File: config.mk
export PLATFORM = sky130hd
export DESIGN_NAME = window_fetch
export DESIGN_NICKNAME = d
export VERILOG_FILES = /design/src/rtl/conv_pkg.sv /design/src/rtl/window_fetch.sv
export VERILOG_INCLUDE_DIRS = /design/src /design/src/rtl
export SDC_FILE = /design/constraint.sdc
export NUM_CORES = 1
export LEC_CHECK = 0
export BUFFER_PORTS_ARGS = -buffer_cell sky130_fd_sc_hd__buf_2
export CORE_MARGIN = 3
export CORE_UTILIZATION = 35
export DETAILED_ROUTE_END_ITERATION = 8
export PLACE_DENSITY = 0.81
export SLEW_MARGIN = 10
export SYNTH_ARGS = -nofsm -noshare
export SYNTH_HDL_FRONTEND = slang
export SYNTH_SLANG_ARGS = --single-unit
File: constraint.sdc
create_clock -name clk_i -period 2.2 [get_ports clk_i]
set_input_delay 0.11 -clock clk_i [delete_from_list [all_inputs] [get_ports clk_i]]
set_output_delay 0.11 -clock clk_i [all_outputs]
set_load 0.02 [all_outputs]
File: src/rtl/conv_config.svh
`ifndef CONV_CONFIG_SVH
`define CONV_CONFIG_SVH

// feature map and kernel geometry
`define CONV_FM_DIM      8
`define CONV_WT_DIM      3
`define CONV_OFM_DIM     6

// datapath and memory
`define CONV_DWIDTH      32
`define CONV_AWIDTH      10
`define CONV_MEM_DEPTH   1024

// register indices, register region
`define CONV_REG_CTRL    0   // bit 0 start, bit 1 soft reset
`define CONV_REG_STATUS  1   // bit 0 idle, bit 1 done
`define CONV_REG_WT_OFS  2
`define CONV_REG_IFM_OFS 3
`define CONV_REG_OFM_OFS 4

`endif

File: src/rtl/conv_pkg.sv
`include "conv_config.svh"

package conv_pkg;

    typedef enum logic [1:0] {
        HOST_NOP,
        HOST_WRITE,
        HOST_READ
    } host_op_e;

    typedef struct packed {
        host_op_e                op;
        logic                    region;  // 1 register, 0 memory
        logic [`CONV_AWIDTH-1:0] addr;
        logic [`CONV_DWIDTH-1:0] wdata;
    } host_req_t;

    typedef struct packed {
        logic                    rvalid;
        logic [`CONV_DWIDTH-1:0] rdata;
    } host_rsp_t;

    typedef struct packed {
        logic                    en;
        logic                    we;
        logic [`CONV_AWIDTH-1:0] addr;
        logic [`CONV_DWIDTH-1:0] wdata;
    } mem_port_t;

    typedef struct packed {
        logic [`CONV_AWIDTH-1:0] wt_ofs;
        logic [`CONV_AWIDTH-1:0] ifm_ofs;
        logic [`CONV_AWIDTH-1:0] ofm_ofs;
    } conv_cfg_t;

    typedef struct packed {
        logic                    valid;
        logic [3:0]              tap;    // 0 to 8, row-major in the kernel
        logic [`CONV_DWIDTH-1:0] data;
    } tap_t;

    typedef enum logic {
        FETCH_IDLE,
        FETCH_RUN
    } fetch_state_e;

    typedef enum logic [1:0] {
        MAC_IDLE,
        MAC_RUN,
        MAC_DONE
    } mac_state_e;

endpackage

File: src/rtl/window_fetch.sv
`include "conv_config.svh"

module window_fetch (
    input  logic                    clk_i,
    input  logic                    reset_i,
    input  logic                    start_i,
    input  conv_pkg::conv_cfg_t     cfg_i,
    input  logic [`CONV_DWIDTH-1:0] rdata_i,
    output conv_pkg::mem_port_t     rd_port_o,
    output conv_pkg::tap_t          tap_o,
    output logic                    busy_o
);
    import conv_pkg::*;

    localparam int LAST_POS = `CONV_OFM_DIM - 1;
    localparam int LAST_K   = `CONV_WT_DIM - 1;

    fetch_state_e            state;
    logic                    run;
    logic [2:0]              row;
    logic [2:0]              col;
    logic [1:0]              ki;
    logic [1:0]              kj;
    logic [`CONV_AWIDTH-1:0] rd_addr;
    logic [3:0]              tap_idx;
    logic                    pend_valid;
    logic [3:0]              pend_tap;

    assign run     = state == FETCH_RUN;
    assign rd_addr = cfg_i.ifm_ofs
                   + `CONV_AWIDTH'((row + ki) * `CONV_FM_DIM + col + kj);  // row-major
    assign tap_idx = 4'(ki * `CONV_WT_DIM + kj);

    assign rd_port_o = '{en: run, we: 1'b0, addr: rd_addr, wdata: '0};
    assign tap_o     = '{valid: pend_valid, tap: pend_tap, data: rdata_i};
    assign busy_o    = run || pend_valid;  // until the last pixel is out

    always_ff @(posedge clk_i) begin
        if (reset_i) begin
            state      <= FETCH_IDLE;
            row        <= '0;
            col        <= '0;
            ki         <= '0;
            kj         <= '0;
            pend_valid <= 1'b0;
        end else begin
            pend_valid <= run;
            case (state)
                FETCH_IDLE: begin
                    if (start_i) begin
                        state <= FETCH_RUN;  // counters already wrapped to zero
                    end
                end
                FETCH_RUN: begin
                    kj <= (kj == LAST_K) ? '0 : kj + 1'b1;
                    if (kj == LAST_K) begin
                        ki <= (ki == LAST_K) ? '0 : ki + 1'b1;
                        if (ki == LAST_K) begin  // window complete
                            col <= (col == LAST_POS) ? '0 : col + 1'b1;
                            if (col == LAST_POS) begin
                                row <= (row == LAST_POS) ? '0 : row + 1'b1;
                                if (row == LAST_POS) begin
                                    state <= FETCH_IDLE;
                                end
                            end
                        end
                    end
                end
                default: state <= FETCH_IDLE;
            endcase
        end
    end

    always_ff @(posedge clk_i) begin
        pend_tap <= tap_idx;
    end

endmodule

==> metrics.txt <==
status=complete, but fails checks; violated checks=negative setup slack; Syn Area/Cell=8.74 sq um; #FFs+latches synth=16; pre-CTS setup slack=-0.262 ns; die width=75.6 um; post-synthesis cell count=194; power per cell area=398 mW/mm^2; Num Clock Sinks=16; vias=1136; residual DRC count=0; Tcrit/Tclk final=121%; critical path cell sequence=ha_4, fa_2, xor2_1, ha_2, ha_4, o211ai_1, o21ai_2, a31oi_2, xnor2_2, buf_4; maximum VDD drop=168 uV; fmax=376 MHz; n_diodes=0; Final Hold Fails=0; family with the most delay on the worst path=adder cells; Hold WC Path Type=input pin to flip-flop; Most common cell on crit path=ha_4; Worst-Skew Late Latency=0.25 ns; footprint of the multi-input gates=0.00105 sq mm; Reg2Reg Capture Point=pend_tap[2]$_DFF_P_; reg-to-reg slack, setup=0.35 ns; register area=329 sq um; Finished Layout Cells=261; R2R depth=6; Slew Viols, Final=0; Synth Flop Type=dfxtp_1; largest net degree at the start of global routing=13; post-DP HPWL=2.37 mm; CP Launch Type=flip-flop; number of global-route vias before repair=1011; final setup fails=6; register area share after synthesis=18.9%; Worst setup endpoint=rd_port_o[40]; Yosys warning total=0; count of input and output buffers=29; number of flops mapped to enable cells by yosys=0; RSZ-0062 raised after global routing=yes; clock buffer depth=2; antenna-violating nets left=0; most frequent cells in the layout=conb_1, buf_2, buf_4, inv_1, ha_1; die area=0.00572 sq mm; layout net count=300; Initial Utilization=37.6%; H-Tree Depth=1; RePlAce Congestion=0.742; core area=0.00450 sq mm; Final Skew=0.00511 ns; arrival time worst endpoint=2.55 ns; first-pass GRT wire length=4.38 mm; CP required=2.09 ns; die height=75.6 um; most common cell after layout, fill and taps aside=conb_1; Levels on crit path=10; Inst Count DP=256; First DRT Iteration DRCs=30; CTS Hold Bufs=0; initial antenna violation count=0; kind of critical path=flip-flop to output port; setup TNS=-2.01 ns; Core Rows=24; CTS buffer count=3; io pins=147; slowest CP cell=dfxtp_4; Area Growth Syn to Fin=9.37%; r2r startpoint=ki[0]$_SDFFE_PP0P_; Syn Std Cell Area=0.00170 sq mm; post-synthesis async set-or-reset flop share=0%; CP startpoint=ki[0]$_SDFFE_PP0P_; delay of the slowest critical-path stage=0.35 ns; Tmin final=2.66 ns; final core occ=41.2%; critical path peak fanout=4; Overflow after GRT=0; Total Wirelength=2.78 mm; Worst-path clk slew=0.06 ns; Crit. End Element=output port; fill count=444; total chip power=739 uW; Max-cap violations=0; Leak=0.000957 uW; all-layer global routing usage=9.74%; DRT Pass-1 Iters=2; CTS tree=yes; Root Buffer=clkbuf_8; Wirelength per Cell=10.6 um; layout cell share with drive strength beyond 1=37.8%; fin worst setup slack=-0.463 ns; DR vias/cell=4.35; synth unique cells=34; CP bufs+invs=1
==> worst register-to-register path: cells and delay by family (launching register included) <==
kind,cells,cell delay [ns]
adder cells (fa/ha/maj),3,1.16
buffers and inverters,3,0.23
flip-flops,1,0.35
==> area by class of cell <==
type                    instances  area share [%]
clock buffers                   4            2.43
inverters                      14            2.83
multi-input cells             127            56.5
flip-flops and latches         16            17.7
well taps                      52            3.51
repair buffers                 48            16.9
==> what timing repair did <==
item / in CTS / in global routing
resized for setup: 10 / 4
endpoints found under the hold margin: 0 / 0
pin swaps: 6 / 1
buffers inserted: 1 / 0
endpoints found under the setup margin: 6 / 7
==> per-layer routing <==
| metal | GRT usage (%) | wire length [um] | up-vias |
|---|---|---|---|
| met5 | 0 | 0 | - |
| met4 | 5.24 | 46 | 0 |
| met3 | 1.32 | 180 | 8 |
| met2 | 16.9 | 1390 | 44 |
| met1 | 11.6 | 1160 | 516 |
| li1 | - | - | 568 |
==> synth_stat cells, types with 3 or more instances <==
cell type  instances  area [sq um]
a21oi_1           12          60.1
xor2_1             4          35.0
nand2_1            7          26.3
a211oi_1           3          22.5
fa_1               6           120
buf_4             67           503
dfxtp_1           16           320
ha_1              19           238
nor3_1             3          15.0
inv_1             14          52.6
nor2_1             9          33.8
xnor2_1            4          35.0
==> per-stage QoR <==
step / hold slack (ns) / cell area, sq um
2_1_floorplan: 0.179 / 1920
3_3_place_gp: 0.220 / 1740
6_report: 0.113 / 1850
3_5_place_dp: 0.220 / 1740
4_1_cts: 0.111 / 1840
5_1_grt: 0.138 / 1850
==> logic make-up (layout without fill, tap and decap cells) <==
group                    after synthesis  after routing  synth area share [%]
AO/OA/AOI/OAI                         25             25                  9.15
XOR/XNOR                               8              8                  4.13
adder cells (fa/ha/maj)               25             25                  21.1
buffers and inverters                 83             66                  33.7
flip-flops                            16             16                  18.9
multiplexers                           2              2                  1.18
other                                  1             33                 0.221
AND/OR/NAND/NOR                       34             34                  11.7
==> where the power goes <==
group | switching (uW) | internal (uW) | total [uW]
clock network | 101 | 128 | 230
registers | 4.27 | 297 | 301
logic | 136 | 71.7 | 208
total | 242 | 497 | 739
==> sequential cells by signal (all words and copies together), names as in the netlist <==
name        flops
run             1
kj              2
ki              2
pend_valid      1
col             3
pend_tap        4
row             3
==> worst min-delay path by stage <==
stage	cells past startpoint	slack (ns)	to	from
2_1_floorplan	1	0.18	row[1]$_SDFFE_PP0P_	reset_i
3_3_place_gp	0	0.22	tap_o[19]	rdata_i[19]
3_5_place_dp	0	0.22	tap_o[19]	rdata_i[19]
4_1_cts	3	0.11	run$_SDFF_PP0_	start_i
5_1_grt	3	0.14	run$_SDFF_PP0_	start_i
6_report	3	0.11	run$_SDFF_PP0_	start_i
Note: power is estimated with default switching activity, not from simulation.
