`src/rtl/conv_config.svh`:
```
`ifndef CONV_CONFIG_SVH
`define CONV_CONFIG_SVH

// feature map and kernel geometry
`define CONV_FM_DIM      8
`define CONV_WT_DIM      3
`define CONV_OFM_DIM     6

// datapath and memory
`define CONV_DWIDTH      32
`define CONV_AWIDTH      10
`define CONV_MEM_DEPTH   1024

// register indices, register region
`define CONV_REG_CTRL    0   // bit 0 start, bit 1 soft reset
`define CONV_REG_STATUS  1   // bit 0 idle, bit 1 done
`define CONV_REG_WT_OFS  2
`define CONV_REG_IFM_OFS 3
`define CONV_REG_OFM_OFS 4

`endif

```
`src/rtl/conv_pkg.sv`:
```
`include "conv_config.svh"

package conv_pkg;

    typedef enum logic [1:0] {
        HOST_NOP,
        HOST_WRITE,
        HOST_READ
    } host_op_e;

    typedef struct packed {
        host_op_e                op;
        logic                    region;  // 1 register, 0 memory
        logic [`CONV_AWIDTH-1:0] addr;
        logic [`CONV_DWIDTH-1:0] wdata;
    } host_req_t;

    typedef struct packed {
        logic                    rvalid;
        logic [`CONV_DWIDTH-1:0] rdata;
    } host_rsp_t;

    typedef struct packed {
        logic                    en;
        logic                    we;
        logic [`CONV_AWIDTH-1:0] addr;
        logic [`CONV_DWIDTH-1:0] wdata;
    } mem_port_t;

    typedef struct packed {
        logic [`CONV_AWIDTH-1:0] wt_ofs;
        logic [`CONV_AWIDTH-1:0] ifm_ofs;
        logic [`CONV_AWIDTH-1:0] ofm_ofs;
    } conv_cfg_t;

    typedef struct packed {
        logic                    valid;
        logic [3:0]              tap;    // 0 to 8, row-major in the kernel
        logic [`CONV_DWIDTH-1:0] data;
    } tap_t;

    typedef enum logic {
        FETCH_IDLE,
        FETCH_RUN
    } fetch_state_e;

    typedef enum logic [1:0] {
        MAC_IDLE,
        MAC_RUN,
        MAC_DONE
    } mac_state_e;

endpackage

```
`src/rtl/conv_mac.sv`:
```
`include "conv_config.svh"

module conv_mac (
    input  logic                                                 clk_i,
    input  logic                                                 reset_i,
    input  logic                                                 start_i,
    input  conv_pkg::conv_cfg_t                                  cfg_i,
    input  conv_pkg::tap_t                                       tap_i,
    input  logic [`CONV_WT_DIM*`CONV_WT_DIM-1:0][`CONV_DWIDTH-1:0] weights_i,
    input  logic [`CONV_WT_DIM*`CONV_WT_DIM-1:0]                 wt_valid_i,
    output conv_pkg::mem_port_t                                  wr_port_o,
    output logic                                                 done_o
);
    import conv_pkg::*;

    localparam int NOUT     = `CONV_OFM_DIM * `CONV_OFM_DIM;
    localparam int LAST_TAP = `CONV_WT_DIM * `CONV_WT_DIM - 1;

    mac_state_e              state;
    logic [5:0]              out_idx;
    logic                    last_tap;
    logic [`CONV_DWIDTH-1:0] acc_q;
    logic [`CONV_DWIDTH-1:0] sum;
    logic                    wr_en_q;
    logic [`CONV_AWIDTH-1:0] wr_addr_q;
    logic [`CONV_DWIDTH-1:0] wr_data_q;
    logic                    done_q;

    assign last_tap = tap_i.valid && tap_i.tap == LAST_TAP;

    // low word of the product is the same for signed and unsigned operands
    assign sum = (tap_i.tap == 0 ? '0 : acc_q) + tap_i.data * weights_i[tap_i.tap];

    assign wr_port_o = '{en: wr_en_q, we: 1'b1, addr: wr_addr_q, wdata: wr_data_q};
    assign done_o    = done_q;

    always_ff @(posedge clk_i) begin
        if (reset_i) begin
            state   <= MAC_IDLE;
            out_idx <= '0;
            wr_en_q <= 1'b0;
            done_q  <= 1'b0;
        end else begin
            wr_en_q <= state == MAC_RUN && last_tap;
            done_q  <= state == MAC_DONE;  // one cycle behind the last write
            case (state)
                MAC_IDLE: begin
                    if (start_i) begin
                        state   <= MAC_RUN;
                        out_idx <= '0;
                    end
                end
                MAC_RUN: begin
                    if (last_tap) begin
                        out_idx <= out_idx + 1'b1;
                        if (out_idx == NOUT - 1) begin
                            state <= MAC_DONE;
                        end
                    end
                end
                MAC_DONE: state <= MAC_IDLE;  // last write goes out here
                default:  state <= MAC_IDLE;
            endcase
        end
    end

    always_ff @(posedge clk_i) begin
        if (tap_i.valid) begin
            acc_q <= sum;
        end
        wr_addr_q <= cfg_i.ofm_ofs + `CONV_AWIDTH'(out_idx);
        wr_data_q <= sum;
    end

    // loader and fetcher start together, so each pixel finds its weight
    assert property (@(posedge clk_i) disable iff (reset_i)
        tap_i.valid |-> wt_valid_i[tap_i.tap])
        else $error("tap %0d arrived before its weight", tap_i.tap);

endmodule

```
`config.mk`:
```
export PLATFORM = sky130hd
export DESIGN_NAME = conv_mac
export DESIGN_NICKNAME = d
export VERILOG_FILES = /design/src/rtl/conv_pkg.sv /design/src/rtl/conv_mac.sv
export VERILOG_INCLUDE_DIRS = /design/src /design/src/rtl
export SDC_FILE = /design/constraint.sdc
export NUM_CORES = 1
export LEC_CHECK = 0
export BUFFER_PORTS_ARGS = -buffer_cell sky130_fd_sc_hd__buf_2
export CORE_MARGIN = 2
export CORE_UTILIZATION = 50
export CTS_CLUSTER_DIAMETER = 200
export DETAILED_ROUTE_END_ITERATION = 8
export HOLD_SLACK_MARGIN = 0.08
export PLACE_DENSITY_LB_ADDON = 0.12
export SLEW_MARGIN = 20
export SYNTH_ARGS = -nofsm -noshare
export SYNTH_HDL_FRONTEND = slang
export SYNTH_SLANG_ARGS = --single-unit
export TNS_END_PERCENT = 10
```
`constraint.sdc`:
```
create_clock -name clk_i -period 8.2 [get_ports clk_i]
set_input_delay 0.82 -clock clk_i [delete_from_list [all_inputs] [get_ports clk_i]]
set_output_delay 0.82 -clock clk_i [all_outputs]
set_load 0.005 [all_outputs]
```
==> summary.md <==
| Metric | Value |
|---|---|
| R2R setup slack | 1.33 ns |
| Critical path class | in2reg |
| # setup viols final | 0 |
| DRC | 0 |
| Sequential area share after synthesis | 0.0915 |
| Synthesized-area fraction occupied by adder cells | 0.476 |
| Max-slew headroom | 0.307 |
| CP dominant cell by count | fa_1 |
| Post-route ant nets | 0 |
| Netlist Area Pre-Place | about 22000 um2 |
| Worst Hold Depth | 1 |
| Layout cell share with drive strength beyond 1 | 0.292 |
| Tot GR Track Use | 0.338 |
| Worst path max stage delay | 0.59 ns |
| Max-cap violations | 0 |
| Top_reg_cell synth | dfxtp_1 |
| I/O pins | roughly 410 |
| Period Utilization, post-route | 0.998 |
| Area growth syn-to-layout | 25.6% |
| Post-layout util | 0.637 |
| Total gr overflow | 0 |
| Core Area | 43200 um2 |
| Die W | 213 um |
| Vias post-DR | about 18000 |
| Worst-Skew Late Latency | 0.39 ns |
| Most frequent cells in the layout | 508 x inv_1, 419 x fa_1, 380 x buf_2, 283 x nand2_1, 263 x and2_1 |
| Hold Crit Class | reg2reg |
| Drt total wl | 77.3 mm |
| Iter 0 DRT Violations | about 1200 |
| Min cycle time layout | 8.18 ns |
| Arr. time, crit path | about 8.3 ns |
| Die height | 213 um |
| H-tree level count | 3 |
| CP max-delay cell | mux4_2 |
| FF+latch count, synth | 84 |
| First-pass GRT wire length | 112 mm |
| Commonest non-fill, non-tap cell in the layout | inv_1 |
| Compound-Gate Fraction of Synth Area | 0.0435 |
| Port Buffer Count | 381 |
| Synth Area in XOR/XNOR | 0.0409 |
| CTS Buf Count | 9 |
| Vias in the first global route | 19300 |
| CTS tree | yes |
| Status | finished clean |
| Unique masters post-synth | 67 |
| Fmax | 122 MHz |
| Largest net degree at the start of global routing | 35 |
| Reg2Reg Depth | 25 |
| Worst Path Max Fanout | 6 |
| Yosys warns | 0 |
| Starting Density | 0.507 |
| Root Buffer | clkbuf_16 |
| Drt wl/cell | between 20 and 25 um |
| Die ar. | 45500 um2 |
| Final Wtd Congestion | 0.956 |
| Slew Viols, Final | 0 |
| Post-DP HPWL | between 60 and 70 mm |
| Clock sinks | 84 |
| Clock skew | 0.0194 ns |
| Mux contribution to synthesized area | 0.0781 |
| Post-DR vias/cell | 5.30 |
| Worst Tran Pin Value | 1.04 ns |
| Avg Inst Size Synth | 9.62 um2 |
| Ys async rst share | 0 |
| Initial antenna violation count | 19 |
| CP Launch Type | input port |
| Hold_buf cts | 0 |
| Final hold vios | 0 |
| Main combinational cell family by area after synthesis | adder cells |
| Unrepaired setup endpoints after global routing | true |
| Mapped Cells | 2276 |
| Num rows | 76 |
| CP Capture Type | register |
| DRT Pass-1 Iters | 5 |
| Critical Path RT | 8.35 ns |
| Post-synth EDFFs | 32 |
| CTS clk-pin slew, worst paths | 0.09 ns |
| Clock tree buffer depth | 2 |
| Synthesized Nets | 3213 |
| Synth Area in Simple Gates | 0.153 |
| Final net count | 3765 |
[through the flow]
stage          std cells  worst slack [ns]  area (um2)  TNS, ns  hold WS (ns)
2_1_floorplan       2276           -0.0177       22000  -0.0332         0.456
3_3_place_gp        3349            -0.673       25900   -11.13         0.491
3_5_place_dp        3349            -0.734       25900   -13.08         0.498
4_1_cts             3370           -0.0787       26400   -0.146         0.513
5_1_grt             3432            -0.211       27500   -0.959         0.542
6_report            3435            0.0199       27500        0         0.529
[synth_stat cells, types with 4 or more instances]
master	number	area (um2)
fa_1	439	8790
ha_1	131	1640
a31oi_1	8	50.1
buf_6	10	113
o21ai_0	21	105
mux4_2	28	631
and2_1	269	1680
inv_1	516	1940
dfxtp_1	52	1040
xor2_1	22	193
a221oi_1	8	70.1
mux4_1	22	578
nand2_1	288	1080
nand2b_1	16	100
o21ai_2	4	35.0
nand3_1	7	35.0
clkbuf_8	4	55.1
a21o_1	21	158
clkbuf_1	80	300
o21ai_1	7	35.0
o21bai_1	13	97.6
buf_2	5	25.0
a21oi_1	31	155
nor2_1	26	97.6
buf_4	7	52.6
o21a_1	4	30.0
mux2_2	8	90.1
mux2i_1	41	410
xnor2_1	75	657
edfxtp_1	32	961
nor3_1	6	30.0
nor2b_1	24	150
[routing by layer]
metal	part of all wire	track usage	vias up
met5	0	0	-
met4	0.052	0.150	0
met3	0.086	0.0652	166
met2	0.48	0.565	829
met1	0.38	0.428	9218
li1	-	-	7981
[final cells by class]
cell class / count / area, um2
multi-input combinational: 1566 / 17900
fill: 3695 / 15700
timing repair buffer: 651 / 4570
sequential: 84 / 2000
inverter: 516 / 1940
tap: 585 / 732
clock buffer: 9 / 225
clock inverter: 7 / 76.3
antenna: 17 / 42.5
[state kept, by name (all words and copies together), names as in the netlist]
signal / flops
acc_q: 32
state: 2
wr_data_q: 32
wr_en_q: 1
done_o: 1
out_idx: 6
wr_addr_q: 10
[path summary, 6_finish.rpt]
path,from,end
max,tap_i[32],acc_q[31]
min reg2reg,state[1],state[0]
min,state[1],state[0]
max reg2reg,acc_q[22],acc_q[31]
[critical path: cells and delay by family]
kind            cells  cell delay (ns)
mux                 2             0.78
buf+inv             8             0.78
simple gates        1             0.16
fa+ha+maj           9             4.31
compound gates      9             1.38
xor+xnor            1             0.07
[cells by family after synthesis]
logic type | after synthesis
simple gates | 655
fa+ha+maj | 570
mux | 99
other cells | 1
flops | 84
xor+xnor | 99
compound gates | 141
buf+inv | 627
[timing repair]
item                                    4_1_cts  5_1_grt
cloned                                        1        7
resized for setup                            27      140
pin swaps                                     7       82
endpoints found under the setup margin       18       20
buffers inserted                              4       43
Power is left out: the tool's default activity adds up to more than one toggle a clock period on the data nets, which glitch-free logic cannot reach.
