$ cat config.mk
export PLATFORM = sky130hd
export DESIGN_NAME = conv_regs
export DESIGN_NICKNAME = d
export VERILOG_FILES = /design/src/rtl/conv_pkg.sv /design/src/rtl/conv_regs.sv
export VERILOG_INCLUDE_DIRS = /design/src /design/src/rtl
export SDC_FILE = /design/constraint.sdc
export NUM_CORES = 1
export LEC_CHECK = 0
export ABC_AREA = 1
export BUFFER_PORTS_ARGS = -buffer_cell sky130_fd_sc_hd__buf_2
export CAP_MARGIN = 15
export CORE_MARGIN = 1
export CORE_UTILIZATION = 44
export DETAILED_ROUTE_END_ITERATION = 16
export GPL_TIMING_DRIVEN = 0
export PLACE_DENSITY = 0.95
export SLEW_MARGIN = 30
export SYNTH_ARGS = -nofsm -noshare
export SYNTH_HDL_FRONTEND = slang
export SYNTH_SLANG_ARGS = --single-unit
export TNS_END_PERCENT = 30
$ cat constraint.sdc
create_clock -name clk_i -period 2.19 [get_ports clk_i]
set_clock_uncertainty 0.1 [all_clocks]
set_input_delay 0.3285 -clock clk_i [delete_from_list [all_inputs] [get_ports clk_i]]
set_output_delay 0.3285 -clock clk_i [all_outputs]
set_load 0.02 [all_outputs]
$ cat src/rtl/conv_config.svh
`ifndef CONV_CONFIG_SVH
`define CONV_CONFIG_SVH

// feature map and kernel geometry
`define CONV_FM_DIM      8
`define CONV_WT_DIM      3
`define CONV_OFM_DIM     6

// datapath and memory
`define CONV_DWIDTH      32
`define CONV_AWIDTH      10
`define CONV_MEM_DEPTH   1024

// register indices, register region
`define CONV_REG_CTRL    0   // bit 0 start, bit 1 soft reset
`define CONV_REG_STATUS  1   // bit 0 idle, bit 1 done
`define CONV_REG_WT_OFS  2
`define CONV_REG_IFM_OFS 3
`define CONV_REG_OFM_OFS 4

`endif

$ cat src/rtl/conv_pkg.sv
`include "conv_config.svh"

package conv_pkg;

    typedef enum logic [1:0] {
        HOST_NOP,
        HOST_WRITE,
        HOST_READ
    } host_op_e;

    typedef struct packed {
        host_op_e                op;
        logic                    region;  // 1 register, 0 memory
        logic [`CONV_AWIDTH-1:0] addr;
        logic [`CONV_DWIDTH-1:0] wdata;
    } host_req_t;

    typedef struct packed {
        logic                    rvalid;
        logic [`CONV_DWIDTH-1:0] rdata;
    } host_rsp_t;

    typedef struct packed {
        logic                    en;
        logic                    we;
        logic [`CONV_AWIDTH-1:0] addr;
        logic [`CONV_DWIDTH-1:0] wdata;
    } mem_port_t;

    typedef struct packed {
        logic [`CONV_AWIDTH-1:0] wt_ofs;
        logic [`CONV_AWIDTH-1:0] ifm_ofs;
        logic [`CONV_AWIDTH-1:0] ofm_ofs;
    } conv_cfg_t;

    typedef struct packed {
        logic                    valid;
        logic [3:0]              tap;    // 0 to 8, row-major in the kernel
        logic [`CONV_DWIDTH-1:0] data;
    } tap_t;

    typedef enum logic {
        FETCH_IDLE,
        FETCH_RUN
    } fetch_state_e;

    typedef enum logic [1:0] {
        MAC_IDLE,
        MAC_RUN,
        MAC_DONE
    } mac_state_e;

endpackage

$ cat src/rtl/conv_regs.sv
`include "conv_config.svh"

module conv_regs (
    input  logic                    clk_i,
    input  logic                    reset_i,
    input  conv_pkg::host_req_t     host_req_i,
    output conv_pkg::host_rsp_t     host_rsp_o,
    input  logic [`CONV_DWIDTH-1:0] mem_rdata_i,
    input  logic                    done_i,
    input  logic                    busy_i,
    output conv_pkg::conv_cfg_t     cfg_o,
    output logic                    start_o,
    output logic                    soft_reset_o,
    output conv_pkg::mem_port_t     host_mem_o
);
    import conv_pkg::*;

    logic                    locked;
    logic                    reg_wr;
    logic                    reg_rd;
    logic                    ctrl_wr;
    logic                    mem_req;
    logic                    rvalid_q;
    logic                    rd_mem_q;
    logic                    done_q;
    logic [`CONV_DWIDTH-1:0] reg_rdata;
    logic [`CONV_DWIDTH-1:0] reg_rdata_q;

    assign locked  = busy_i || start_o;  // engine owns config and port A
    assign reg_wr  = host_req_i.op == HOST_WRITE && host_req_i.region;
    assign reg_rd  = host_req_i.op == HOST_READ && host_req_i.region;
    assign ctrl_wr = reg_wr && host_req_i.addr == `CONV_REG_CTRL;
    assign mem_req = host_req_i.op != HOST_NOP && !host_req_i.region && !locked;

    assign host_mem_o = '{en: mem_req, we: host_req_i.op == HOST_WRITE,
                          addr: host_req_i.addr, wdata: host_req_i.wdata};

    // memory word comes straight from the RAM output register
    assign host_rsp_o = '{rvalid: rvalid_q, rdata: rd_mem_q ? mem_rdata_i : reg_rdata_q};

    always_comb begin
        case (host_req_i.addr)
            `CONV_REG_STATUS:  reg_rdata = {{(`CONV_DWIDTH-2){1'b0}}, done_q, ~busy_i};
            `CONV_REG_WT_OFS:  reg_rdata = `CONV_DWIDTH'(cfg_o.wt_ofs);
            `CONV_REG_IFM_OFS: reg_rdata = `CONV_DWIDTH'(cfg_o.ifm_ofs);
            `CONV_REG_OFM_OFS: reg_rdata = `CONV_DWIDTH'(cfg_o.ofm_ofs);
            default:           reg_rdata = '0;  // ctrl reads as zero
        endcase
    end

    always_ff @(posedge clk_i) begin
        if (reset_i) begin
            cfg_o        <= '0;
            start_o      <= 1'b0;
            soft_reset_o <= 1'b0;
            rvalid_q     <= 1'b0;
            rd_mem_q     <= 1'b0;
            done_q       <= 1'b0;
        end else begin
            start_o      <= ctrl_wr && host_req_i.wdata[0] && !host_req_i.wdata[1] && !locked;
            soft_reset_o <= ctrl_wr && host_req_i.wdata[1];
            rvalid_q     <= host_req_i.op == HOST_READ;  // dropped reads answer zero
            rd_mem_q     <= mem_req && host_req_i.op == HOST_READ;
            if (reg_wr && !locked) begin
                case (host_req_i.addr)
                    `CONV_REG_WT_OFS:  cfg_o.wt_ofs  <= host_req_i.wdata[`CONV_AWIDTH-1:0];
                    `CONV_REG_IFM_OFS: cfg_o.ifm_ofs <= host_req_i.wdata[`CONV_AWIDTH-1:0];
                    `CONV_REG_OFM_OFS: cfg_o.ofm_ofs <= host_req_i.wdata[`CONV_AWIDTH-1:0];
                    default: ;
                endcase
            end
            if (start_o || soft_reset_o) begin
                done_q <= 1'b0;
            end else if (done_i) begin
                done_q <= 1'b1;  // sticky until next run
            end
        end
    end

    always_ff @(posedge clk_i) begin
        reg_rdata_q <= reg_rd ? reg_rdata : '0;
    end

    // a run only starts from idle, and the fetcher picks it up on the next cycle
    assert property (@(posedge clk_i) disable iff (reset_i)
        start_o |-> !busy_i ##1 busy_i)
        else $error("start strobe while the engine is busy");

endmodule

==> impl_metrics.py <==
metrics = {
    "status": {
        "outcome": "finished clean",
    },
    "place": {
        "portBuffers": 167,
        "place_area_mm2": 0.00355,
        "gp_congestion": 0.905,
        "dp_hpwl_um": 6390,
        "dp_slack_ps": 483,
        "post-place-cells": 638,
    },
    "grt": {
        "antenna_found_initial": 0,
        "grt_pass1_wl_um": 11800,
        "grt_max_degree": 16,
        "grt_usage_pct": 24.2,
        "first_global_vias": 2694,
        "gr-total-overflow": 0,
    },
    "hold_path": {
        "holdPathStages": 2,
        "hp-start": "reset_i",
        "min_to": "done_q",
        "hp-class": "in2reg",
    },
    "sta": {
        "hold_viol_final": 0,
        "tightest_slew_ps": 465,
        "final_max_slew_viol_count": 0,
        "setup_tns_ps": 0,
        "setup-violations-final": 0,
        "max_freq_ghz": 0.500,
        "min_period_over_period_pct": 91.3,
        "relSlewSlack_pct": 69.0,
        "fin_crit_ps": 2000,
        "whs_ps": 143,
        "rsz0062_at_grt": "no",
        "fin_ws_ps": 191,
    },
    "synth": {
        "synth_cell_types": 26,
        "yosys_register_bits": 45,
        "avgSynthCellArea_um2": 6.59,
        "syn_nets": 480,
        "yosysSeqAreaShare_pct": 34.3,
        "netlist_instances": 399,
        "ys.warnings.count": 0,
        "synth_area_mm2": 0.00263,
    },
    "floorplanning": {
        "row_count": 27,
        "core_mm2": 0.00564,
        "ioPinCount": 190,
        "die_w_um": 79.3,
        "fp.dieH_um": 79.3,
        "dieArea_mm2": 0.00629,
        "initial_utilization_pct": 46.6,
    },
    "setup_path": {
        "reg2reg_to": "cfg_o[0]",
        "crit_required_ps": 1760,
        "worstRegToRegCells": 7,
        "worstPathMaxFanout": 10,
        "crit_type": "reg2out",
        "reg2reg_from": "start_o",
        "cp-end-kind": "primary output",
        "cp.arrival_ps": 1570,
        "reg2reg_slack_ps": 550,
        "cp-start-kind": "flip-flop",
    },
    "clock_tree": {
        "ctsHoldBuffers": 0,
        "clock_latency_ps": 310,
        "cts_buffers": 5,
        "post_cts_buffers": 0,
        "cts_tree": "built",
        "clock-sinks": 45,
        "clock-root-buffer": "clkbuf_8",
        "clk_pin_slew_ps": 90,
        "cts_resized": 0,
        "cts_htree_levels": 2,
        "clockBufferDepth": 2,
    },
    "detailed_routing": {
        "drc_errors": 0,
        "post_drt_wl_per_cell_um": 12.0,
        "dr.pass1.iters": 5,
        "vias": 3024,
        "drtAntennaViolNets": 0,
        "wirelength_um": 7730,
        "drt_iter0_markers": 135,
        "vias_per_cell": 4.68,
    },
    "job": {
        "cap_violations": 0,
    },
    "cells_and_area": {
        "area_growth_pct": 38.6,
        "final_cell_mix": "buf_2, nand2_1, nor2_1",
        "final_core_util_pct": 64.6,
        "diodes": 0,
        "final_cell_area_mm2": 0.00364,
        "final_layout_size_suffix_gt1_share_pct": 44.9,
        "layout_commonest_cell": "buf_2",
        "final_nets": 654,
        "fin_cells": 646,
    },
    "power_and_ir_drop": {
        "power-per-cell-area_mw_per_mm2": 452,
        "peakVddDrop_mv": 0.476,
        "power_mw": 1.65,
        "leakagePower_nw": 2.25,
    },
}
[flip-flops by register name, summed over array words and instances, names as in the netlist]
signal / count
done_q: 1
reg_rdata_q: 10
rd_mem_q: 1
rvalid_q: 1
soft_reset_o: 1
start_o: 1
cfg_o: 30
[critical path, stage by stage (launching register included)]
cell and delay, ps:
dfxtp_1 450, buf_2 270, buf_2 250, nand2_1 80, inv_1 60, buf_2 160
[Yosys cell counts, drive strengths merged]
cell type | instances | area, µm²
nor2 | 104 | 438
nand2 | 90 | 340
buf | 53 | 387
inv | 51 | 191
dfxtp | 45 | 901
nand3 | 21 | 110
o21ai | 11 | 66.3
mux2 | 10 | 113
clkbuf | 4 | 15.0
nor3 | 2 | 15.0
nor3b | 2 | 15.0
nor4 | 2 | 12.5
a211oi | 1 | 7.51
clkinv | 1 | 3.75
nand3b | 1 | 7.51
nand4 | 1 | 6.26
[worst max-delay path by stage]
stage | from | to | slack (ps) | cells past startpoint
after floorplan | rd_mem_q | host_rsp_o[4] | 770 | 2
after global placement | rd_mem_q | host_rsp_o[9] | 520 | 3
after detailed placement | busy_i | cfg_o[7] | 480 | 8
after CTS | rd_mem_q | host_rsp_o[27] | 160 | 5
after global routing | rd_mem_q | host_rsp_o[23] | 50 | 5
final | rd_mem_q | host_rsp_o[27] | 190 | 5
[per-layer routing]
metal | track usage [%] | share of wire [%] | vias up
met2 | 44.9 | 53 | 150
met4 | 10.9 | 2.4 | 0
met3 | 4.48 | 6.6 | 16
li1 | - | - | 1505
met5 | 0 | 0 | -
met1 | 26.3 | 38 | 1353
[cells by family (layout without fill, tap and decap cells)]
family	count (synthesis)	count (layout)	synth area share, %
buffers and inverters	109	284	22.7
flip-flops	45	45	34.3
AO/OA/AOI/OAI	12	12	2.81
AND/OR/NAND/NOR	223	223	35.9
multiplexers	10	10	4.28
[power breakdown]
part	switching (mW)	leakage, nW	internal, mW
logic	0.158	1.84	0.132
clock network	0.311	0.0445	0.227
registers	0.00148	0.363	0.820
[cell type report]
cell class,count,area [µm²]
fill,458,2000
clock buffer,5,68.8
sequential,45,901
inverter,52,195
multi-input combinational,245,1130
buffer,57,402
clock inverter,3,21.3
timing repair buffer,167,836
tap,72,90.1
Note: power is estimated with default switching activity, not from simulation.
