==> src/rtl/conv_config.svh <==
`ifndef CONV_CONFIG_SVH
`define CONV_CONFIG_SVH

// feature map and kernel geometry
`define CONV_FM_DIM      8
`define CONV_WT_DIM      3
`define CONV_OFM_DIM     6

// datapath and memory
`define CONV_DWIDTH      32
`define CONV_AWIDTH      10
`define CONV_MEM_DEPTH   1024

// register indices, register region
`define CONV_REG_CTRL    0   // bit 0 start, bit 1 soft reset
`define CONV_REG_STATUS  1   // bit 0 idle, bit 1 done
`define CONV_REG_WT_OFS  2
`define CONV_REG_IFM_OFS 3
`define CONV_REG_OFM_OFS 4

`endif

==> src/rtl/conv_pkg.sv <==
`include "conv_config.svh"

package conv_pkg;

    typedef enum logic [1:0] {
        HOST_NOP,
        HOST_WRITE,
        HOST_READ
    } host_op_e;

    typedef struct packed {
        host_op_e                op;
        logic                    region;  // 1 register, 0 memory
        logic [`CONV_AWIDTH-1:0] addr;
        logic [`CONV_DWIDTH-1:0] wdata;
    } host_req_t;

    typedef struct packed {
        logic                    rvalid;
        logic [`CONV_DWIDTH-1:0] rdata;
    } host_rsp_t;

    typedef struct packed {
        logic                    en;
        logic                    we;
        logic [`CONV_AWIDTH-1:0] addr;
        logic [`CONV_DWIDTH-1:0] wdata;
    } mem_port_t;

    typedef struct packed {
        logic [`CONV_AWIDTH-1:0] wt_ofs;
        logic [`CONV_AWIDTH-1:0] ifm_ofs;
        logic [`CONV_AWIDTH-1:0] ofm_ofs;
    } conv_cfg_t;

    typedef struct packed {
        logic                    valid;
        logic [3:0]              tap;    // 0 to 8, row-major in the kernel
        logic [`CONV_DWIDTH-1:0] data;
    } tap_t;

    typedef enum logic {
        FETCH_IDLE,
        FETCH_RUN
    } fetch_state_e;

    typedef enum logic [1:0] {
        MAC_IDLE,
        MAC_RUN,
        MAC_DONE
    } mac_state_e;

endpackage

==> src/rtl/weight_loader.sv <==
`include "conv_config.svh"

module weight_loader (
    input  logic                                                 clk_i,
    input  logic                                                 reset_i,
    input  logic                                                 start_i,
    input  conv_pkg::conv_cfg_t                                  cfg_i,
    input  logic [`CONV_DWIDTH-1:0]                              rdata_i,
    output conv_pkg::mem_port_t                                  rd_port_o,
    output logic [`CONV_WT_DIM*`CONV_WT_DIM-1:0][`CONV_DWIDTH-1:0] weights_o,
    output logic [`CONV_WT_DIM*`CONV_WT_DIM-1:0]                 wt_valid_o
);
    import conv_pkg::*;

    localparam int NTAPS = `CONV_WT_DIM * `CONV_WT_DIM;

    logic                             active;
    logic [3:0]                       cnt;
    logic                             pend_valid;
    logic [3:0]                       pend_idx;
    logic [NTAPS-1:0][`CONV_DWIDTH-1:0] wt_q;
    logic [NTAPS-1:0]                 valid_q;
    tap_t                             wt_tap;

    assign rd_port_o = '{en: active, we: 1'b0,
                         addr: cfg_i.wt_ofs + `CONV_AWIDTH'(cnt), wdata: '0};
    assign wt_tap    = '{valid: pend_valid, tap: pend_idx, data: rdata_i};

    // the word arriving this cycle bypasses its slot so it meets its pixel
    always_comb begin
        weights_o = wt_q;
        if (wt_tap.valid) begin
            weights_o[wt_tap.tap] = wt_tap.data;
        end
    end

    assign wt_valid_o = valid_q | (NTAPS'(wt_tap.valid) << wt_tap.tap);

    always_ff @(posedge clk_i) begin
        if (reset_i) begin
            active     <= 1'b0;
            cnt        <= '0;
            pend_valid <= 1'b0;
            valid_q    <= '0;
        end else begin
            pend_valid <= active;
            if (start_i) begin
                active  <= 1'b1;
                cnt     <= '0;
                valid_q <= '0;  // new run, new kernel
            end else if (active) begin
                cnt <= cnt + 1'b1;
                if (cnt == NTAPS - 1) begin
                    active <= 1'b0;  // port B free for the MAC
                end
            end
            if (wt_tap.valid) begin
                valid_q[wt_tap.tap] <= 1'b1;
            end
        end
    end

    always_ff @(posedge clk_i) begin
        pend_idx <= cnt;
        if (wt_tap.valid) begin
            wt_q[wt_tap.tap] <= wt_tap.data;
        end
    end

endmodule

==> config.mk <==
export PLATFORM = sky130hd
export DESIGN_NAME = weight_loader
export DESIGN_NICKNAME = d
export VERILOG_FILES = /design/src/rtl/conv_pkg.sv /design/src/rtl/weight_loader.sv
export VERILOG_INCLUDE_DIRS = /design/src /design/src/rtl
export SDC_FILE = /design/constraint.sdc
export NUM_CORES = 1
export LEC_CHECK = 0
export ABC_AREA = 1
export BUFFER_PORTS_ARGS = -buffer_cell sky130_fd_sc_hd__clkbuf_2
export CAP_MARGIN = 20
export CORE_MARGIN = 2
export CORE_UTILIZATION = 43
export DETAILED_ROUTE_END_ITERATION = 16
export GPL_ROUTABILITY_DRIVEN = 0
export GPL_TIMING_DRIVEN = 0
export PLACE_DENSITY = 0.75
export SETUP_SLACK_MARGIN = 0.02
export SLEW_MARGIN = 30
export SYNTH_ARGS = -nofsm -noshare
export SYNTH_HDL_FRONTEND = slang
export SYNTH_SLANG_ARGS = --single-unit
==> constraint.sdc <==
create_clock -name clk_i -period 2.1 [get_ports clk_i]
set_clock_uncertainty 0.2 [all_clocks]
set_input_delay 0.525 -clock clk_i [delete_from_list [all_inputs] [get_ports clk_i]]
set_output_delay 0.525 -clock clk_i [all_outputs]
set_load 0.1 [all_outputs]
==> results of run 1 <==
per-stage QoR:
step,cells,setup WS [ns],utilization [%],setup TNS (ns),hold WS [ns]
3_5_place_dp,1855,-0.790,69.8,-115.65,0.159
2_1_floorplan,1184,-0.524,-,-48.71,0.149
4_1_cts,1935,-0.805,93.6,-220.58,0.0532
3_3_place_gp,1855,-0.778,69.8,-113.05,0.162
repair_timing:
| action | CTS |
|---|---|
| resized for setup | 806 |
| gates cloned | 3 |
| setup endpoints to repair | 308 |
| pin swaps | 27 |
| hold endpoints to repair | 1 |
| hold buffers | 1 |
| buffers inserted | 18 |
cell families after synthesis:
family | Yosys count | share of synthesized area [%]
XOR/XNOR | 4 | 0.347
other | 1 | 0.0371
AND/OR/NAND/NOR | 375 | 14.3
buffers and inverters | 155 | 8.49
flip-flops | 307 | 60.9
AO/OA/AOI/OAI | 303 | 15.0
adder cells (fa/ha/maj) | 7 | 0.942
cells in the mapped netlist:
library cell  number
nand2_1          343
dfxtp_1          307
o21ai_0          280
inv_1             56
buf_4             34
buf_2             27
clkbuf_1          21
buf_6             15
nand3_1           13
a21oi_1           12
nor2_1            12
o21ai_1           11
ha_1               6
nand4_1            3
xor2_1             3
nor2_2             2
clkbuf_2           1
clkinv_1           1
conb_1             1
fa_1               1
nor3_1             1
nor3_2             1
xnor2_1            1
==> summary.md, run 1 <==
| Metric | Value |
|---|---|
| Status | aborted with a tool error |
| Exit stage | 5_1_grt |
| Tool Error | [ERROR DPL-0038] Utilization greater than 100%, impossible to legalize |
| Initial core utilization | 43.4% |
| Netlist cell types | 23 |
| HPWL after detailed placement | 25600 µm |
| Synth top area share | a little over 60% |
| Clock Tree Root | clkbuf_16 |
| Post-GRT worst EP | weights_o[278] |
| Yosys warns | 0 |
| Post-synth top area cell | dfxtp_1 |
| CTS sink cnt | between 300 and 400 |
| Buffers added on ports | between 300 and 400 |
| Worst ep type | output port |
| Placed instance area | roughly 16000 µm² |
| Synth Register Bits | approximately 310 |
| Area contributors post-synth | dfxtp_1 (61%), o21ai_0 (14%), nand2_1 (13%) |
| H-tree Lvls | 1 |
| Register area share after synthesis | about three fifths |
| Die Y | 157 µm |
| Post-Syn Area per Cell | approximately 8.8 µm² |
| Row Count | 56 |
| Clock buffer count from CTS | 31 |
| Mapped Cells | around 1200 |
| IO Pins | just over 400 |
| Die X | ~160 µm |
| Largest net degree at the start of global routing | 16 |
| Post-synthesis cell area | a little over 10000 µm² |
| CTS Buffer Depth | 3 |
==> run 2, diff against run 1 <==
- CORE_UTILIZATION: 43 -> 30
- PLACE_DENSITY: 0.75 -> not set
- PLACE_DENSITY_LB_ADDON: not set -> 0.15
- SETUP_SLACK_MARGIN: 0.02 -> not set
- clock period: 2.1 -> 2.7 ns (I/O delays scaled with it)
==> run 2 against run 1 <==
The flow now finishes, with violations (setup timing). Synthesized cell count did not move. Area after synthesis did not move.
==> summary.md, run 2 <==
| Metric | Value |
|---|---|
| Via count | 9538 |
| Unrepaired setup endpoints after global routing | yes |
| Netlist cell types | 23 (unchanged) |
| Worst skew pair latency | 0.50 ns |
| Post-synthesis cell area | 10100 µm² (unchanged) |
| Worst-path clk slew | approximately 0.060 ns |
| Final wirelength | between 40000 and 50000 µm |
| Power per Cell Area | between 800 and 900 nW/µm² |
| MaxCap Viol Count | 0 |
| Biggest regs | wt_q: 288 flops, valid_q: 9 flops |
| Post-cts hold buffer count | 0 (was 1) |
| Synth Register Bits | 307 (unchanged) |
| Max FFs per register | around 290 |
| Area growth syn-to-layout | 112% |
| First-pass GRT wire length | roughly 60000 µm |
| Tmin final | just under 3 ns |
| HPWL after detailed placement | 25900 µm (was 25600 µm) |
| Vias in the first global route | 9874 |
| Util after Layout | between 60% and 70% |
| WHS | ~0.17 ns |
| FMAX | ~340 MHz |
| Mapped Cells | 1152 (unchanged) |
| Power Internal | 0.0102 W |
| Post-synth top area cell | dfxtp_1 (unchanged) |
| Final ANT Viol Nets | 0 |
| Fill cells | approximately 2500 |
| Largest net degree at the start of global routing | 13 |
| Initial core utilization | 30.3% (was 43.4%) |
| Setup TNS | -44.33 ns |
| Placed instance area | 13700 µm² (was 16200 µm²) |
| CTS sink cnt | 307 (unchanged) |
| Final hold vios | 0 |
| Crit path max fanout | 10 |
| Slew margin rel. | 43.9% |
| Violated checks | setup timing |
| Sw Ratio | ~42% |
| Die Footprint | between 30000 and 40000 µm² |
| Slew @ Worst Pin | between 0.8 and 0.9 ns |
| CTS tree | done |
| H-tree Lvls | 2 (was 1) |
| Synth Flop Type | dfxtp_1 (unchanged) |
| Clock network fraction of total power | between 20% and 30% |
| DR pass1 iterations | 4 |
| Post-synthesis async set-or-reset flop share | 0% (unchanged) |
| Most frequent cells in the layout | dfxtp_1 (298), nand2_1 (273), o21ai_2 (213), clkbuf_16 (193), o21ai_4 (70) |
| Max-slew violations | 0 |
| Most common cell after layout, fill and taps aside | dfxtp_1 |
| Fin area | 21400 µm² |
| Buffers added on ports | 352 (unchanged) |
| Top cells by count, synth | nand2_1 (343), dfxtp_1 (307), o21ai_0 (280) (unchanged) |
| Power share of the sequential group | between 20% and 30% |
| Yosys warns | 0 (unchanged) |
| EDFF count, synth | 0 (unchanged) |
| Arr. time, crit path | about 2.1 ns |
| CP endpoint kind | output port |
| Kind of critical path | register to output port |
| Reg with most FFs | wt_q |
| DRT iter0 DRCs | between 300 and 400 |
| DR WL/cell | roughly 20 µm |
| Combinational power share | between 40 and 50% |
| Leak | between 10 and 15 nW |
| Synth top area share | 60.9% (unchanged) |
| DRC | 0 |
| Die Y | 187 µm (was 157 µm) |
| Area contributors post-synth | dfxtp_1 (61%), o21ai_0 (14%), nand2_1 (13%) (unchanged) |
| Fin crit share | 109% |
| Hold Crit Class | input pin to register |
| Via-per-instance ratio | about 4.6 |
| N_diodes | 0 |
| Final Setup Violations | about 300 |
| IO Pins | 406 (unchanged) |
| Net Switching | 0.00752 W |
| CTS Buffer Depth | 3 (unchanged) |
| Status | complete, but fails checks (was aborted with a tool error) |
| Worst EP required | 1.82 ns |
| Total gr overflow | 0 |
| Share of layout cells above drive strength 1 | 56.6% |
| Register area share after synthesis | 60.9% (unchanged) |
| Total Nets Final | 1680 |
| Core area | approximately 33000 µm² |
| Clock buffer count from CTS | 35 (was 31) |
| GRT Overall Usage | about 22% |
| Post-Syn Area per Cell | 8.76 µm² (unchanged) |
| Top-count cell post-synth | nand2_1 (unchanged) |
| Clock Tree Root | clkbuf_16 (unchanged) |
| Row Count | 67 (was 56) |
| IR Drop Worst-Case VDD | approximately 810 µV |
| Initial antenna violation count | 0 |
| Final WS setup | -0.252 ns |
| CP Launch Type | register |
| Die X | 187 µm (was 157 µm) |
==> run 2: final cells by class <==
class | instances | area (µm²) | area share, %
multi-input cells | 722 | 5370 | 25.1
clock inverters | 7 | 88.8 | 0.415
repair buffers | 387 | 6890 | 32.1
inverters | 57 | 216 | 1.01
well taps | 448 | 561 | 2.62
flip-flops and latches | 307 | 6170 | 28.8
clock buffers | 52 | 1020 | 4.77
plain buffers | 98 | 1100 | 5.16
==> run 2: worst max-delay path, stage by stage, from the launching register on <==
cell and delay [ns]:
dfxtp_2 0.36, inv_4 0.05, nor3_4 0.20, nand3_2 0.16
buf_12 0.20, buf_6 0.16, o21ai_2 0.20, clkbuf_16 0.24
==> run 2: stage by stage <==
step | instances | worst slack [ns] | total power [W]
after floorplan | 1184 | -0.520 | 0.0104
after global placement | 1984 | -0.487 | 0.0112
after detailed placement | 1984 | -0.495 | 0.0112
after CTS | 2074 | -0.275 | 0.0175
after global routing | 2078 | -0.335 | 0.0183
final | 2078 | -0.252 | 0.0178
==> run 2: final timing paths <==
path         cells past startpoint                  start  slack, ns                    end
max reg2reg                      8    pend_idx[2]$_DFF_P_       1.04      wt_q[214]$_DFF_P_
max                              7  pend_valid$_SDFF_PP0_      -0.25         weights_o[273]
min                              2                reset_i       0.17  pend_valid$_SDFF_PP0_
min reg2reg                      0    cnt[2]$_SDFFE_PP0P_       0.18    pend_idx[2]$_DFF_P_
==> run 2: repair_timing <==
action,4_1_cts,5_1_grt
pin swaps,7,17
resized for setup,1022,275
endpoints found under the setup margin,306,306
cloned,10,1
buffers inserted,21,5
==> run 2: metal layers <==
layer | wire length (µm) | track usage (%) | share of wire (%) | vias to the layer above
li1 | - | - | - | 4620
met1 | 16300 | 25.9 | 40 | 4535
met2 | 20300 | 38.8 | 50 | 311
met3 | 2950 | 6.64 | 7.2 | 72
met4 | 1160 | 7.33 | 2.9 | 0
met5 | 0 | 0 | 0 | -
==> run 2: power by group through the flow <==
stage	registers, W	clock network (W)	logic [W]
6_report	0.00523	0.00466	0.00788
5_1_grt	0.00527	0.00495	0.00807
4_1_cts	0.00522	0.00473	0.00750
3_5_place_dp	0.00530	0	0.00593
3_3_place_gp	0.00529	0	0.00591
2_1_floorplan	0.00528	0	0.00515
==> run 2: logic make-up after synthesis <==
family / after synthesis / share of synthesized area [%]
and+or+nand+nor: 375 / 14.3
adders and majority gates: 7 / 0.942
DFF: 307 / 60.9
buffers and inverters: 155 / 8.49
other: 1 / 0.0371
xor gates and xnor gates: 4 / 0.347
AOI/OAI and AO/OA: 303 / 15.0
No activity file was read; power rests on OpenSTA's default activity.
==> run 3, diff against run 2 <==
--- a/constraint.sdc
+++ b/constraint.sdc
@@ -4,2 +4,2 @@
 set_output_delay 0.675 -clock clk_i [all_outputs]
-set_load 0.1 [all_outputs]
+set_load 0.01 [all_outputs]
==> run 3 against run 2 <==
The run still ends with setup timing left. Maximum frequency increased by 3.2%. Sequential power barely moved. Worst hold slack better by 0.0058 ns. Cell area decreased by 21%. Highest routed layer unchanged. Die area unchanged. Worst setup slack improved by 0.093 ns. First-iteration DRC count rose by 33%.
==> summary.md, run 3 (synthesis results as in run 2) <==
| Metric | Value |
|---|---|
| Die Footprint | 35100 µm² (unchanged) |
| DRC | 0 (unchanged) |
| Setup slack, reg-to-reg | 0.85 ns (was 1.04 ns) |
| Total gr overflow | 0 (unchanged) |
| Most frequent cells in the layout | dfxtp_1 (299), nand2_1 (228), clkbuf_2 (209), o21ai_2 (128), o21ai_1 (96) (was dfxtp_1 (298), nand2_1 (273), o21ai_2 (213), clkbuf_16 (193), o21ai_4 (70)) |
| Placement Setup Slack | -0.189 ns (was -0.495 ns) |
| Biggest regs | wt_q: 288 flops, valid_q: 9 flops (unchanged) |
| Share of layout cells above drive strength 1 | 52.4% (was 56.6%) |
| Placed instance area | 12500 µm² (was 13700 µm²) |
| Total Nets Final | 1698 (was 1680) |
| Vias in the first global route | 8903 (was 9874) |
| Arr. time, crit path | 1.98 ns (was 2.08 ns) |
| Initial core utilization | 30.3% (unchanged) |
| Largest net degree at the start of global routing | 13 (unchanged) |
| Delay-heaviest family, CP | buffers and inverters (unchanged) |
| DR WL/cell | 18.3 µm (was 19.6 µm) |
| Unrepaired setup endpoints after global routing | yes (unchanged) |
| Worst EP required | 1.82 ns (about the same) |
| First-pass GRT wire length | 54300 µm (was 60300 µm) |
| Crit path max fanout | 10 (unchanged) |
| Max FFs per register | 288 (unchanged) |
| Reg with most FFs | wt_q (unchanged) |
| GRT Overall Usage | 20.1% (was 22.2%) |
| Final WS setup | -0.160 ns (was -0.252 ns) |
| Kind of critical path | register to output port (unchanged) |
| Worst skew pair latency | 0.50 ns (about the same) |
| Post-cts hold buffer count | 0 (unchanged) |
| Dpl cells | 1984 (unchanged) |
| Final hold vios | 0 (unchanged) |
| MaxCap Viol Count | 0 (unchanged) |
| Max-slew violations | 0 (unchanged) |
| Violated checks | setup timing (unchanged) |
| Fin cells | 2098 (was 2078) |
| Hold Crit Class | input pin to register (unchanged) |
| DR pass1 iterations | 4 (unchanged) |
| IR Drop Worst-Case VDD | 435 µV (was 808 µV) |
| Slew @ Worst Pin | 0.774 ns (was 0.841 ns) |
| N_diodes | 0 (unchanged) |
| Fin area | 17000 µm² (was 21400 µm²) |
| Initial antenna violation count | 0 (unchanged) |
| Clock Tree Root | clkbuf_16 (unchanged) |
| FMAX | 350 MHz (was 339 MHz) |
| Buffers added on ports | 352 (unchanged) |
| Power per Cell Area | 713 nW/µm² (was 829 nW/µm²) |
| DRT iter0 DRCs | 415 (was 313) |
| Die X | 187 µm (unchanged) |
| Final ANT Viol Nets | 0 (unchanged) |
| Via-per-instance ratio | 4.48 (was 4.59) |
| Worst stage delay on the critical path | 0.36 ns (about the same) |
| Worst-path clk slew | 0.06 ns (about the same) |
| Via count | 9406 (was 9538) |
| Status | complete, but fails checks (unchanged) |
| Most frequent CP cell | buf_12 |
| IO Pins | 406 (unchanged) |
| HPWL after detailed placement | 25700 µm (was 25900 µm) |
| Slew margin rel. | 48.3% (was 43.9%) |
| Final Power | 0.0121 W (was 0.0178 W) |
| Final wirelength | 38400 µm (was 40700 µm) |
| Worst-path cell chain | nor3_4 -> nand3_4 -> buf_12 -> buf_12 -> o21ai_2 -> buf_2 (was inv_4 -> nor3_4 -> nand3_2 -> buf_12 -> buf_6 -> o21ai_2 -> clkbuf_16) |
| Core area | 33400 µm² (unchanged) |
| Die Y | 187 µm (unchanged) |
| Slowest stage cell, crit path | dfxtp_4 (was dfxtp_2) |
| Final Setup Violations | 247 (was 303) |
| Worst path bufs/invs | 3 (was 4) |
| Fin crit share | 106% (was 109%) |
| Most common cell after layout, fill and taps aside | dfxtp_1 (unchanged) |
| CTS Buffer Depth | 3 (unchanged) |
| Clock buffer count from CTS | 35 (unchanged) |
| CP endpoint kind | output port (unchanged) |
| Tmin final | 2.86 ns (was 2.95 ns) |
| CTS sink cnt | 307 (unchanged) |
| Leak | 8.49 nW (was 10.5 nW) |
| Area growth syn-to-layout | 68.2% (was 112%) |
| H-tree Lvls | 2 (unchanged) |
| Row Count | 67 (unchanged) |
| CTS tree | done (unchanged) |
| CP Launch Type | register (unchanged) |
-- run 3: cell types whose count changed in the layout (fill, tap and decap cells not counted), moves of 45 or more --
cell,previous run,this run
clkbuf_2,47,209
clkbuf_16,193,52
o21ai_1,5,96
o21ai_2,213,128
buf_2,0,84
clkbuf_8,63,9
nand2_1,273,228
-- run 3: final cells by class --
| cell class | count | area (µm²) |
|---|---|---|
| Fill cell | 3242 | 16400 |
| Sequential cell | 307 | 6170 |
| Multi-Input combinational cell | 722 | 4810 |
| Timing Repair Buffer | 405 | 2890 |
| Buffer | 98 | 1200 |
| Clock buffer | 56 | 1080 |
| Tap cell | 448 | 561 |
| Inverter | 57 | 216 |
| Clock inverter | 5 | 53.8 |
-- run 3: report_power, final --
| group | switching [W] | internal (W) |
|---|---|---|
| Clock | 0.00182 | 0.00282 |
| Combinational | 0.00128 | 0.000939 |
| Sequential | 0.000172 | 0.00507 |
| Total | 0.00328 | 0.00883 |
-- run 3: per-stage QoR --
| step | util, % | hold slack [ns] | TNS (ns) |
|---|---|---|---|
| after global placement | 37.6 | 0.175 | -0.383 |
| after detailed placement | 37.6 | 0.178 | -0.475 |
| after floorplan | - | 0.155 | 0 |
| after CTS | 45.0 | 0.158 | -20.10 |
| final | 50.9 | 0.178 | -22.31 |
| after global routing | 50.9 | 0.176 | -47.77 |
-- run 3: final timing paths --
check | endpoint | start | cells past startpoint
setup / recovery | weights_o[273] | pend_idx[0]$_DFF_P_ | 6
hold / removal | pend_valid$_SDFF_PP0_ | reset_i | 2
setup reg to reg | wt_q[23]$_DFF_P_ | pend_idx[0]$_DFF_P_ | 8
hold reg to reg | pend_idx[2]$_DFF_P_ | cnt[2]$_SDFFE_PP0P_ | 0
-- run 3: routing by layer --
metal	share of wire [%]	routed length, µm	track usage (%)	vias to the layer above
met3	7.1	2730	5.67	54
met4	2.1	796	6.21	0
li1	-	-	-	4663
met1	42	16200	25.0	4396
met5	0	0	0	-
met2	49	18700	33.9	293
-- run 3: what timing repair did --
item,in CTS,in global routing
gates resized for setup,478,606
pin swaps,8,13
setup endpoints to repair,303,298
setup buffers,20,17
cloned,7,10
endpoints found under the hold margin,0,0
-- run 3: worst reg2reg max path, delay by kind of cell (launching register included) --
family | cells | cell delay [ns]
buf+inv | 4 | 0.60
simple gates | 3 | 0.53
compound gates | 1 | 0.05
flops | 1 | 0.36
